## config.mk

```make
export PLATFORM = sky130hd
export DESIGN_NAME = divUnit
export DESIGN_NICKNAME = d
export VERILOG_FILES = /design/src/isaPkg.sv /design/src/divPkg.sv /design/src/divDecode.sv /design/src/divIterCounter.sv /design/src/divControl.sv /design/src/divOperandPrep.sv /design/src/divCore.sv /design/src/divResultFix.sv /design/src/divUnit.sv
export SDC_FILE = /design/constraint.sdc
export NUM_CORES = 1
export LEC_CHECK = 0
export BUFFER_PORTS_ARGS = -buffer_cell sky130_fd_sc_hd__buf_4
export CORE_MARGIN = 2
export CORE_UTILIZATION = 60
export CTS_BUF_LIST = sky130_fd_sc_hd__clkbuf_4
export CTS_CLUSTER_SIZE = 12
export DETAILED_ROUTE_END_ITERATION = 10
export PLACE_DENSITY = 0.84
export SYNTH_ARGS = -nofsm -noshare
export SYNTH_HDL_FRONTEND = slang
export SYNTH_HIERARCHICAL = 1
export SYNTH_SLANG_ARGS = --single-unit
```

## constraint.sdc

```tcl
create_clock -name clk -period 3.6 [get_ports clk]
set_clock_uncertainty 0.05 [all_clocks]
set_input_delay 0.36 -clock clk [delete_from_list [all_inputs] [get_ports clk]]
set_output_delay 0.36 -clock clk [all_outputs]
set_load 0.005 [all_outputs]
```

## src/isaPkg.sv

```systemverilog
// Instruction set definitions for the execution back end
// Holds the opcode and function code encodings and the two micro-op
// formats, overlaid in one packed union so a word can be read either way

package isaPkg;

	// Width of one micro-op word
	localparam int UOP_W = 32;

	// ==============================
	// Opcodes and function codes
	// ==============================

	// Major opcodes, only the ones the divide path cares about
	typedef enum logic [6:0] {
		OP_ADD  = 7'h04,
		OP_ORI  = 7'h09,
		OP_DIVI = 7'h13,
		OP_R3B  = 7'h20,
		OP_R3W  = 7'h21,
		OP_R3T  = 7'h22
	} opcode_t;

	// Function codes of the register-form ALU ops
	typedef enum logic [5:0] {
		FN_ADD  = 6'h04,
		FN_DIV  = 6'h10,
		FN_DIVU = 6'h11,
		FN_MOD  = 6'h12,
		FN_MODU = 6'h13
	} func_t;

	typedef logic [4:0] regNum_t;

	// ==============================
	// Micro-op formats
	// ==============================

	// Three-register format, opcode in the top bits
	typedef struct packed {
		opcode_t    opcode;
		regNum_t    rd;
		regNum_t    rs1;
		regNum_t    rs2;
		func_t      func;
		logic [3:0] spare;
	} r3Fmt_t;

	// Immediate format, the low 15 bits of the word carry a signed immediate
	typedef struct packed {
		opcode_t     opcode;
		regNum_t     rd;
		regNum_t     rs1;
		logic [14:0] imm;
	} immFmt_t;

	// Opcode, rd and rs1 sit at the same bits in both formats
	typedef union packed {
		r3Fmt_t  r3;
		immFmt_t ri;
	} microOp_t;

endpackage

```

## src/divPkg.sv

```systemverilog
// Divider definitions
// Operand widths, size codes, iteration counts, control states and the
// size extension shared by the operand and result stages

package divPkg;

	// Operand and result width
	localparam int DATA_W = 32;

	// Quotient bits produced for each operand size
	localparam int ITER_BYTE  = 8;
	localparam int ITER_WYDE  = 16;
	localparam int ITER_TETRA = 32;

	// Wide enough to hold ITER_TETRA
	localparam int CNT_W = 6;

	typedef enum logic [1:0] {
		SZ_BYTE  = 2'd0,
		SZ_WYDE  = 2'd1,
		SZ_TETRA = 2'd2
	} opSize_t;

	typedef enum logic [1:0] {
		ST_IDLE = 2'd0,
		ST_ITER = 2'd1,
		ST_FIX  = 2'd2,
		ST_DONE = 2'd3
	} divState_t;

	// Keeps the low bits for the size and fills the rest with zeros or
	// with copies of the size's top bit
	function automatic logic [DATA_W-1:0] sizeExtend(
		input logic [DATA_W-1:0] value,
		input opSize_t           size,
		input logic              signedExt
	);
		logic fill;
		case (size)
			SZ_BYTE:
			begin
				fill = signedExt & value[ITER_BYTE-1];
				sizeExtend = {{(DATA_W-ITER_BYTE){fill}}, value[ITER_BYTE-1:0]};
			end
			SZ_WYDE:
			begin
				fill = signedExt & value[ITER_WYDE-1];
				sizeExtend = {{(DATA_W-ITER_WYDE){fill}}, value[ITER_WYDE-1:0]};
			end
			default:
			begin
				// A tetra already fills the whole word
				sizeExtend = value;
			end
		endcase
	endfunction

endpackage

```

## src/divDecode.sv

```systemverilog
// Divide decoder
// Recognises the register and immediate divide micro-ops and pulls out
// size, signedness, quotient or remainder select and the divisor source

`timescale 1ns/10ps

module divDecode (
	input  isaPkg::microOp_t          uop,
	input  logic [divPkg::DATA_W-1:0] opB,
	output logic                      isDiv,
	output logic                      signedOp,
	output logic                      remSel,
	output logic                      useImm,
	output divPkg::opSize_t           opSize,
	output logic [divPkg::DATA_W-1:0] divisorRaw
);
	import isaPkg::*;
	import divPkg::*;

	logic              isR3;
	logic              isDivFunc;
	logic [DATA_W-1:0] immValue;

	// Register-form ALU opcodes at the three supported sizes
	assign isR3 = (uop.r3.opcode == OP_R3B) || (uop.r3.opcode == OP_R3W) ||
		(uop.r3.opcode == OP_R3T);

	// The func field only means something in the register format
	assign isDivFunc = (uop.r3.func == FN_DIV) || (uop.r3.func == FN_DIVU) ||
		(uop.r3.func == FN_MOD) || (uop.r3.func == FN_MODU);

	assign useImm = (uop.ri.opcode == OP_DIVI);
	assign isDiv  = useImm || (isR3 && isDivFunc);

	// DIVI is always a signed quotient
	assign signedOp = useImm || (uop.r3.func == FN_DIV) || (uop.r3.func == FN_MOD);
	assign remSel   = !useImm && ((uop.r3.func == FN_MOD) || (uop.r3.func == FN_MODU));

	// Size comes from the register opcode, the immediate form is tetra only
	always_comb
	begin
		case (uop.r3.opcode)
			OP_R3B:  opSize = SZ_BYTE;
			OP_R3W:  opSize = SZ_WYDE;
			default: opSize = SZ_TETRA;
		endcase
	end

	// Sign-extended 15-bit immediate
	assign immValue   = {{(DATA_W-15){uop.ri.imm[14]}}, uop.ri.imm};
	assign divisorRaw = useImm ? immValue : opB;

endmodule

```

## src/divIterCounter.sv

```systemverilog
// Divide iteration counter
// Loaded with the quotient bit count for the operand size and counted
// down once per step, flags the step that produces the last bit

`timescale 1ns/10ps

module divIterCounter (
	input  logic            clk,
	input  logic            arstN,
	input  logic            load,
	input  logic            countEn,
	input  divPkg::opSize_t opSize,
	output logic            lastIter
);
	import divPkg::*;

	logic [CNT_W-1:0] count;
	logic [CNT_W-1:0] loadValue;

	// One step per quotient bit
	always_comb
	begin
		case (opSize)
			SZ_BYTE:  loadValue = CNT_W'(ITER_BYTE);
			SZ_WYDE:  loadValue = CNT_W'(ITER_WYDE);
			default:  loadValue = CNT_W'(ITER_TETRA);
		endcase
	end

	always_ff @(posedge clk or negedge arstN)
	begin
		if (!arstN)
			count <= '0;
		else if (load)
			count <= loadValue;
		else if (countEn)
			count <= count - 1'b1;
	end

	// The step taken while the count is one is the final one
	assign lastIter = (count == CNT_W'(1));

	// The controller must leave ST_ITER on the final step
	assert property (@(posedge clk) disable iff (!arstN) countEn |-> (count != '0))
		else $error("divIterCounter: step requested with the count exhausted");

endmodule

```

## src/divControl.sv

```systemverilog
// Divider sequencer
// Accepts a divide from idle, runs the iteration steps, loads the fixed up
// result and raises done for one cycle before returning to idle

`timescale 1ns/10ps

module divControl (
	input  logic clk,
	input  logic arstN,
	input  logic issue,
	input  logic isDiv,
	input  logic lastIter,
	output logic accept,
	output logic iterEn,
	output logic fixLoad,
	output logic busy,
	output logic done
);
	import divPkg::*;

	divState_t state;
	divState_t stateNext;

	// A non-divide issue is simply not accepted
	assign accept = (state == ST_IDLE) && issue && isDiv;

	// ==============================
	// Next state
	// ==============================

	always_comb
	begin
		stateNext = state;
		case (state)
			ST_IDLE:
			begin
				if (accept)
					stateNext = ST_ITER;
			end
			ST_ITER:
			begin
				// The last quotient bit is taken on this edge
				if (lastIter)
					stateNext = ST_FIX;
			end
			ST_FIX:
				stateNext = ST_DONE;
			ST_DONE:
				stateNext = ST_IDLE;
			default:
				stateNext = ST_IDLE;
		endcase
	end

	always_ff @(posedge clk or negedge arstN)
	begin
		if (!arstN)
			state <= ST_IDLE;
		else
			state <= stateNext;
	end

	// Decoded state outputs
	assign iterEn  = (state == ST_ITER);
	assign fixLoad = (state == ST_FIX);
	assign done    = (state == ST_DONE);
	assign busy    = (state != ST_IDLE);

	// ==============================
	// Checks
	// ==============================

	// The issuing stage has to wait until busy falls
	assert property (@(posedge clk) disable iff (!arstN) busy |-> !issue)
		else $error("divControl: issue strobed while the divider is busy");

	// Done is a single-cycle pulse
	assert property (@(posedge clk) disable iff (!arstN) done |=> !done)
		else $error("divControl: done held for more than one cycle");

endmodule

```

## src/divOperandPrep.sv

```systemverilog
// Divide operand preparation
// Extracts the operands at the selected size, forms their magnitudes,
// left-aligns the dividend and registers the sign and metadata flags

`timescale 1ns/10ps

module divOperandPrep (
	input  logic                      clk,
	input  logic                      arstN,
	input  logic                      accept,
	input  logic                      signedOp,
	input  logic                      remSel,
	input  divPkg::opSize_t           opSize,
	input  logic [divPkg::DATA_W-1:0] opA,
	input  logic [divPkg::DATA_W-1:0] divisorRaw,
	input  isaPkg::regNum_t           rd,
	output logic [divPkg::DATA_W-1:0] absDividend,
	output logic [divPkg::DATA_W-1:0] absDivisor,
	output logic                      negQ,
	output logic                      negR,
	output logic                      remSelQ,
	output logic                      signedQ,
	output logic                      zeroDiv,
	output divPkg::opSize_t           sizeQ,
	output isaPkg::regNum_t           rdQ
);
	import divPkg::*;

	logic [DATA_W-1:0] extA;
	logic [DATA_W-1:0] extB;
	logic [DATA_W-1:0] absA;
	logic              signA;
	logic              signB;

	// Operands at the size, extended to the full width
	assign extA = sizeExtend(opA, opSize, signedOp);
	assign extB = sizeExtend(divisorRaw, opSize, signedOp);

	// After extension the top bit is the operand sign for signed ops
	assign signA = signedOp & extA[DATA_W-1];
	assign signB = signedOp & extB[DATA_W-1];

	// The most negative value maps onto its unsigned magnitude
	assign absA       = signA ? -extA : extA;
	assign absDivisor = signB ? -extB : extB;

	// Shift the dividend up so its top bit enters the datapath first
	always_comb
	begin
		case (opSize)
			SZ_BYTE:  absDividend = absA << (DATA_W - ITER_BYTE);
			SZ_WYDE:  absDividend = absA << (DATA_W - ITER_WYDE);
			default:  absDividend = absA;
		endcase
	end

	// Quotient is negative when the signs differ, remainder follows the dividend
	always_ff @(posedge clk or negedge arstN)
	begin
		if (!arstN)
		begin
			negQ    <= 1'b0;
			negR    <= 1'b0;
			remSelQ <= 1'b0;
			signedQ <= 1'b0;
			zeroDiv <= 1'b0;
			sizeQ   <= SZ_TETRA;
			rdQ     <= '0;
		end
		else if (accept)
		begin
			negQ    <= signA ^ signB;
			negR    <= signA;
			remSelQ <= remSel;
			signedQ <= signedOp;
			zeroDiv <= (extB == '0);
			sizeQ   <= opSize;
			rdQ     <= rd;
		end
	end

endmodule

```

## src/divCore.sv

```systemverilog
// Restoring divide datapath
// Shifts one dividend bit per step into a partial remainder, subtracts the
// divisor when the result stays non-negative and collects the quotient bit

`timescale 1ns/10ps

module divCore (
	input  logic                      clk,
	input  logic                      arstN,
	input  logic                      load,
	input  logic                      step,
	input  logic [divPkg::DATA_W-1:0] dividend,
	input  logic [divPkg::DATA_W-1:0] divisor,
	output logic [divPkg::DATA_W-1:0] quotient,
	output logic [divPkg::DATA_W-1:0] remainder
);
	import divPkg::*;

	logic [DATA_W-1:0] partRem;
	logic [DATA_W-1:0] dividendSh;
	logic [DATA_W-1:0] divisorQ;
	logic [DATA_W:0]   shifted;
	logic [DATA_W:0]   diff;
	logic              qBit;

	// Bring in the next dividend bit and trial subtract at 33 bits
	assign shifted = {partRem, dividendSh[DATA_W-1]};
	assign diff    = shifted - {1'b0, divisorQ};

	// Partial remainder stays below the divisor, so the top diff bit is the borrow
	assign qBit = !diff[DATA_W];

	always_ff @(posedge clk or negedge arstN)
	begin
		if (!arstN)
		begin
			partRem    <= '0;
			dividendSh <= '0;
			divisorQ   <= '0;
			quotient   <= '0;
		end
		else if (load)
		begin
			partRem    <= '0;
			dividendSh <= dividend;
			divisorQ   <= divisor;
			quotient   <= '0;
		end
		else if (step)
		begin
			// Restore by keeping the shifted value when the subtract borrows
			// Either choice is below the divisor again and fits the word
			partRem    <= qBit ? diff[DATA_W-1:0] : shifted[DATA_W-1:0];
			dividendSh <= dividendSh << 1;
			quotient   <= {quotient[DATA_W-2:0], qBit};
		end
	end

	assign remainder = partRem;

endmodule

```

## src/divResultFix.sv

```systemverilog
// Divide result fix-up
// Applies the quotient and remainder signs, picks one of them, extends it
// from the operand size and substitutes the divide-by-zero values

`timescale 1ns/10ps

module divResultFix (
	input  logic                      clk,
	input  logic                      arstN,
	input  logic                      fixLoad,
	input  logic                      negQ,
	input  logic                      negR,
	input  logic                      remSel,
	input  logic                      signedOp,
	input  logic                      zeroDiv,
	input  divPkg::opSize_t           opSize,
	input  logic [divPkg::DATA_W-1:0] quotient,
	input  logic [divPkg::DATA_W-1:0] remainder,
	input  logic [divPkg::DATA_W-1:0] dividendAbs,
	output logic [divPkg::DATA_W-1:0] result
);
	import divPkg::*;

	logic [DATA_W-1:0] quotSigned;
	logic [DATA_W-1:0] remSigned;
	logic [DATA_W-1:0] quotFinal;
	logic [DATA_W-1:0] picked;

	// A signed overflow needs no special case, its magnitude wraps on extension
	assign quotSigned = negQ ? -quotient : quotient;

	// A zero divisor leaves the dividend magnitude in the remainder,
	// which then takes back the dividend's own sign
	assign remSigned = negR ? -remainder : remainder;

	// All ones for the quotient of a zero divide
	assign quotFinal = zeroDiv ? {DATA_W{1'b1}} : quotSigned;

	assign picked = remSel ? remSigned : quotFinal;

	// ==============================
	// Result register
	// ==============================

	always_ff @(posedge clk or negedge arstN)
	begin
		if (!arstN)
			result <= '0;
		else if (fixLoad)
			result <= sizeExtend(picked, opSize, signedOp);
	end

endmodule

```

## src/divUnit.sv

```systemverilog
// Integer divide unit
// Takes one divide micro-op per issue, runs a one bit per cycle restoring
// divide and returns the sized result with its destination register

`timescale 1ns/10ps

module divUnit (
	input  logic                      clk,
	input  logic                      arstN,
	input  logic                      issue,
	input  isaPkg::microOp_t          uop,
	input  logic [divPkg::DATA_W-1:0] opA,
	input  logic [divPkg::DATA_W-1:0] opB,
	output logic                      busy,
	output logic                      done,
	output logic [divPkg::DATA_W-1:0] result,
	output isaPkg::regNum_t           resultRd,
	output logic                      divByZero
);
	import divPkg::*;

	// Decode outputs
	logic              isDiv;
	logic              signedOp;
	logic              remSel;
	opSize_t           opSize;
	logic [DATA_W-1:0] divisorRaw;

	// Sequencing
	logic              accept;
	logic              iterEn;
	logic              fixLoad;
	logic              lastIter;

	// Registered operation attributes
	logic              negQ;
	logic              negR;
	logic              remSelQ;
	logic              signedQ;
	opSize_t           sizeQ;

	// Datapath
	logic [DATA_W-1:0] absDividend;
	logic [DATA_W-1:0] absDivisor;
	logic [DATA_W-1:0] quotient;
	logic [DATA_W-1:0] remainder;

	divDecode u_decode (
		.uop        (uop),
		.opB        (opB),
		.isDiv      (isDiv),
		.signedOp   (signedOp),
		.remSel     (remSel),
		.useImm     (),
		.opSize     (opSize),
		.divisorRaw (divisorRaw)
	);

	divControl u_control (
		.clk      (clk),
		.arstN    (arstN),
		.issue    (issue),
		.isDiv    (isDiv),
		.lastIter (lastIter),
		.accept   (accept),
		.iterEn   (iterEn),
		.fixLoad  (fixLoad),
		.busy     (busy),
		.done     (done)
	);

	divIterCounter u_counter (
		.clk      (clk),
		.arstN    (arstN),
		.load     (accept),
		.countEn  (iterEn),
		.opSize   (opSize),
		.lastIter (lastIter)
	);

	// The rd field sits at the same bits in both formats
	divOperandPrep u_prep (
		.clk         (clk),
		.arstN       (arstN),
		.accept      (accept),
		.signedOp    (signedOp),
		.remSel      (remSel),
		.opSize      (opSize),
		.opA         (opA),
		.divisorRaw  (divisorRaw),
		.rd          (uop.r3.rd),
		.absDividend (absDividend),
		.absDivisor  (absDivisor),
		.negQ        (negQ),
		.negR        (negR),
		.remSelQ     (remSelQ),
		.signedQ     (signedQ),
		.zeroDiv     (divByZero),
		.sizeQ       (sizeQ),
		.rdQ         (resultRd)
	);

	divCore u_core (
		.clk       (clk),
		.arstN     (arstN),
		.load      (accept),
		.step      (iterEn),
		.dividend  (absDividend),
		.divisor   (absDivisor),
		.quotient  (quotient),
		.remainder (remainder)
	);

	// With a zero divisor every trial subtract succeeds, so the partial
	// remainder ends up holding the dividend magnitude at the operand size
	divResultFix u_fix (
		.clk         (clk),
		.arstN       (arstN),
		.fixLoad     (fixLoad),
		.negQ        (negQ),
		.negR        (negR),
		.remSel      (remSelQ),
		.signedOp    (signedQ),
		.zeroDiv     (divByZero),
		.opSize      (sizeQ),
		.quotient    (quotient),
		.remainder   (remainder),
		.dividendAbs (remainder),
		.result      (result)
	);

endmodule

```

==> summary.md <==
| Metric | Value |
|---|---|
| Top area cells in the synthesized netlist | dfrtp_1, mux2i_1, nand2_1, xnor2_1, o21ai_0 |
| Total grt overflow | 0 |
| Rel. slew slack | 36.69% |
| Routed wire length per instance | 18.26 um |
| Worst EP arrival | 3820 ps |
| Synth Area in Simple Gates | about a fifth |
| Initial antenna violation count | 1 |
| Crit Reg-Reg Endpoint | u_core/remainder[26] |
| Area leader, netlist | dfrtp_1 |
| Synth warnings | 6 |
| Startpoint class of the critical path | flop |
| Largest net degree at the start of global routing | 62 |
| Period utilization | between 90 and 100% |
| Crit path time final | 3452 ps |
| Final net count | 1972 |
| Post-synthesis mux area share | between 8 and 9% |
| Most instantiated library cell after synthesis | nand2_1 |
| I/O pin cnt | 139 |
| Initial core utilization | 61.31% |
| Clk_lat worst skew | 570 ps |
| CTS Buf Count | 17 |
| DIE WIDTH | ~160 um |
| CTS tree | done |
| RD Place Congestion | 0.9266 |
| Reg clk slew, reported paths | 140 ps |
| Compound-Gate Fraction of Synth Area | approximately 23% |
| DRC Markers | 0 |
| Fillers | 1888 |
| Async SR Flop Fraction | 100.0% |
| Synth Register Bits | 180 |
| Worst R2R Start | u_core/dividendSh[31] |
| Largest family of logic cells by synthesized area | compound AO/OA/AOI/OAI gates |
| Setup TNS | 0 ps |
| Status | finished clean |
| CP required | 3970 ps |
| Rows | 56 |
| Clock Tree Buf Depth | 2 |
| Maximum vdd ir drop | 0.2886 mV |
| FF-to-FF path depth | 12 |
| Cells after Synth | between 1500 and 2000 |
| Post-Synth XOR/XNOR Area | 7.502% |
| Worst R2R Setup Slack | 150 ps |
| CP max FO | 29 |
| First-pass GRT wire length | 64980 um |
| Hold endpoint | u_core/dividendSh[16] |
| Vias | 13377 |
| Critical Path Sink Type | flop |
| IO Port Bufs | 133 |
| DP Cell Count | approximately 2100 |
| Hold Path Class | primary input to flop |
| Post-synth EDFFs | 0 |
| Synth cell types | between 100 and 150 |
| HP Start | opA[0] |
| Pins Over Slew Limit | 0 |
| Gr usage total | 31.08% |
| Final wirelength | between 30000 and 40000 um |
| Layout Cells excl Fill | 2162 |
| Fin. Hold Viols | 0 |
| Area grow syn2layout | 13.95% |
| Synth Cell Area | between 0.01 and 0.015 mm^2 |
| WHS Path Cells | 4 |
| Area share of the largest cell type after synthesis | 30.94% |
| CTS sink count | 180 |
| Die area | 0.02539 mm^2 |
| Final setup violation count | 0 |
| Core area | 0.02361 mm^2 |
| Starting DRC count in detailed routing | 1096 |
| First-pass DRT Iterations | 7 |
| Adder-Cell Fraction of Synth Area | 3.854% |
| Average cell area after synthesis | 8.628 um^2 |
| DR vias/cell | 6.187 |
| Pwr/cell area | 590.5 mW/mm^2 |
| DIE HEIGHT | between 150 and 200 um |
| Worst-Margin Slew | about 940 ps |
| RSZ-0062 raised after global routing | false |
| Leak Pwr | between 6 and 7 nW |
| H-tree Lvls | 4 |
| Sequential cell area fraction in the yosys report | 31.12% |
| Vias in the first global route | roughly 13000 |
| WS Path Type | flop to flop |
| F_max | 289.7 MHz |
| Max Cap Violations | 0 |
| Routed Antenna Nets | 0 |
| CTS Root Cell | clkbuf_4 |
| Detailed Place HPWL | around 30000 um |
| Main flop type after synthesis | dfrtp_1 |
| Synth cell count leaders | nand2_1, dfrtp_1, nor2_1, o21ai_0, a21oi_1 |
| Share of cells above drive strength 1 | 20.53% |
| Synthesized net count | 1821 |
worst max-delay path: stages (launching register included):
cell	delay (ps)
dfrtp_1	450
inv_1	80
ha_1	170
inv_1	60
fa_1	400
a211o_1	330
a211o_1	360
nand4_2	160
a31oi_2	120
o211a_4	280
or3_4	540
o21ai_0	190
a311oi_1	130
flip-flops by register name (all words and copies together) (netlist names):
| register | count |
|---|---|
| u_control/state | 2 |
| u_core/dividendSh | 32 |
| u_core/divisorQ | 32 |
| u_core/quotient | 32 |
| u_core/remainder | 32 |
| u_counter/count | 6 |
| u_fix/result | 32 |
| u_prep/negQ | 1 |
| u_prep/negR | 1 |
| u_prep/rdQ | 5 |
| u_prep/remSelQ | 1 |
| u_prep/signedQ | 1 |
| u_prep/sizeQ | 2 |
| u_prep/zeroDiv | 1 |
through the flow:
stage / worst slack (ps) / instance area, um^2 / hold WS, ps / total power, mW / util [%]
final: 148.3 / 16500 / 161.2 / 9.741 / 69.87
after global routing: 10.42 / 16500 / 148.7 / 10.45 / 69.87
after CTS: 87.53 / 16490 / 111.9 / 9.703 / 69.84
after detailed placement: -68.65 / 16150 / 314.2 / 8.538 / 68.38
after global placement: -20.49 / 16150 / 312.4 / 8.323 / 68.38
after floorplan: -119.5 / 14490 / 14.41 / 7.011 / -
routing by layer:
| metal | up-vias | share of wire (%) | track usage [%] |
|---|---|---|---|
| met5 | - | 0 | 0 |
| met4 | 0 | 3.7 | 12.85 |
| met3 | 99 | 5.7 | 3.829 |
| met2 | 541 | 47 | 51.38 |
| met1 | 6316 | 44 | 41.52 |
| li1 | 6421 | - | - |
logic make-up after synthesis:
| family | after synthesis |
|---|---|
| compound gates | 467 |
| fa+ha+maj | 44 |
| flops | 180 |
| buf+inv | 166 |
| xor+xnor | 124 |
| mux | 119 |
| simple gates | 578 |
area by class of cell:
type | count | area [um^2] | share of cell area, %
clock buffers | 18 | 135.1 | 0.8191
inverters | 67 | 256.5 | 1.555
multi-input cells | 1332 | 9229 | 55.94
flip-flops and latches | 180 | 4506 | 27.31
repair buffers | 231 | 1815 | 11.00
clock inverters | 13 | 151.4 | 0.9177
well taps | 319 | 399.1 | 2.419
diodes | 2 | 5.005 | 0.03034
worst max-delay path by stage:
| stage | start | endpoint | slack [ps] |
|---|---|---|---|
| 4_1_cts | u_core/dividendSh[31] | u_core/remainder[25] | 90 |
| 3_3_place_gp | uop[31] | u_core/divisorQ[31] | -20 |
| 6_report | u_core/dividendSh[31] | u_core/remainder[26] | 150 |
| 2_1_floorplan | uop[31] | u_core/divisorQ[26] | -120 |
| 3_5_place_dp | uop[31] | u_core/divisorQ[25] | -70 |
| 5_1_grt | u_core/dividendSh[31] | u_core/remainder[26] | 10 |
report_power, final:
part           internal [mW]  total, mW  switching [mW]
logic                   2.33       5.12            2.79
registers               2.69       3.46           0.771
clock network          0.429       1.16           0.733
total                   5.45       9.74            4.29
placed cells by master, fill, tap and decap left out, drive strengths merged, types with 15 or more instances in the layout:
cell type / n
nor2: 158
a21o: 35
buf: 225
a21oi: 85
xnor2: 70
o31ai: 31
o41ai: 17
nand2: 183
a311oi: 26
nand3: 36
nor2b: 20
ha: 43
or3: 18
inv: 70
nor3: 31
mux2i: 78
or4: 15
dfrtp: 179
nor4: 22
clkbuf: 18
o21ai: 128
and2: 20
xor2: 54
mux2: 41
what timing repair did:
action	CTS	global route
buffers inserted	0	0
endpoints found under the hold margin	62	0
hold buffers	6	0
setup endpoints to repair	0	1
gates resized for setup	0	1
Note: power is estimated with default switching activity, not from simulation.
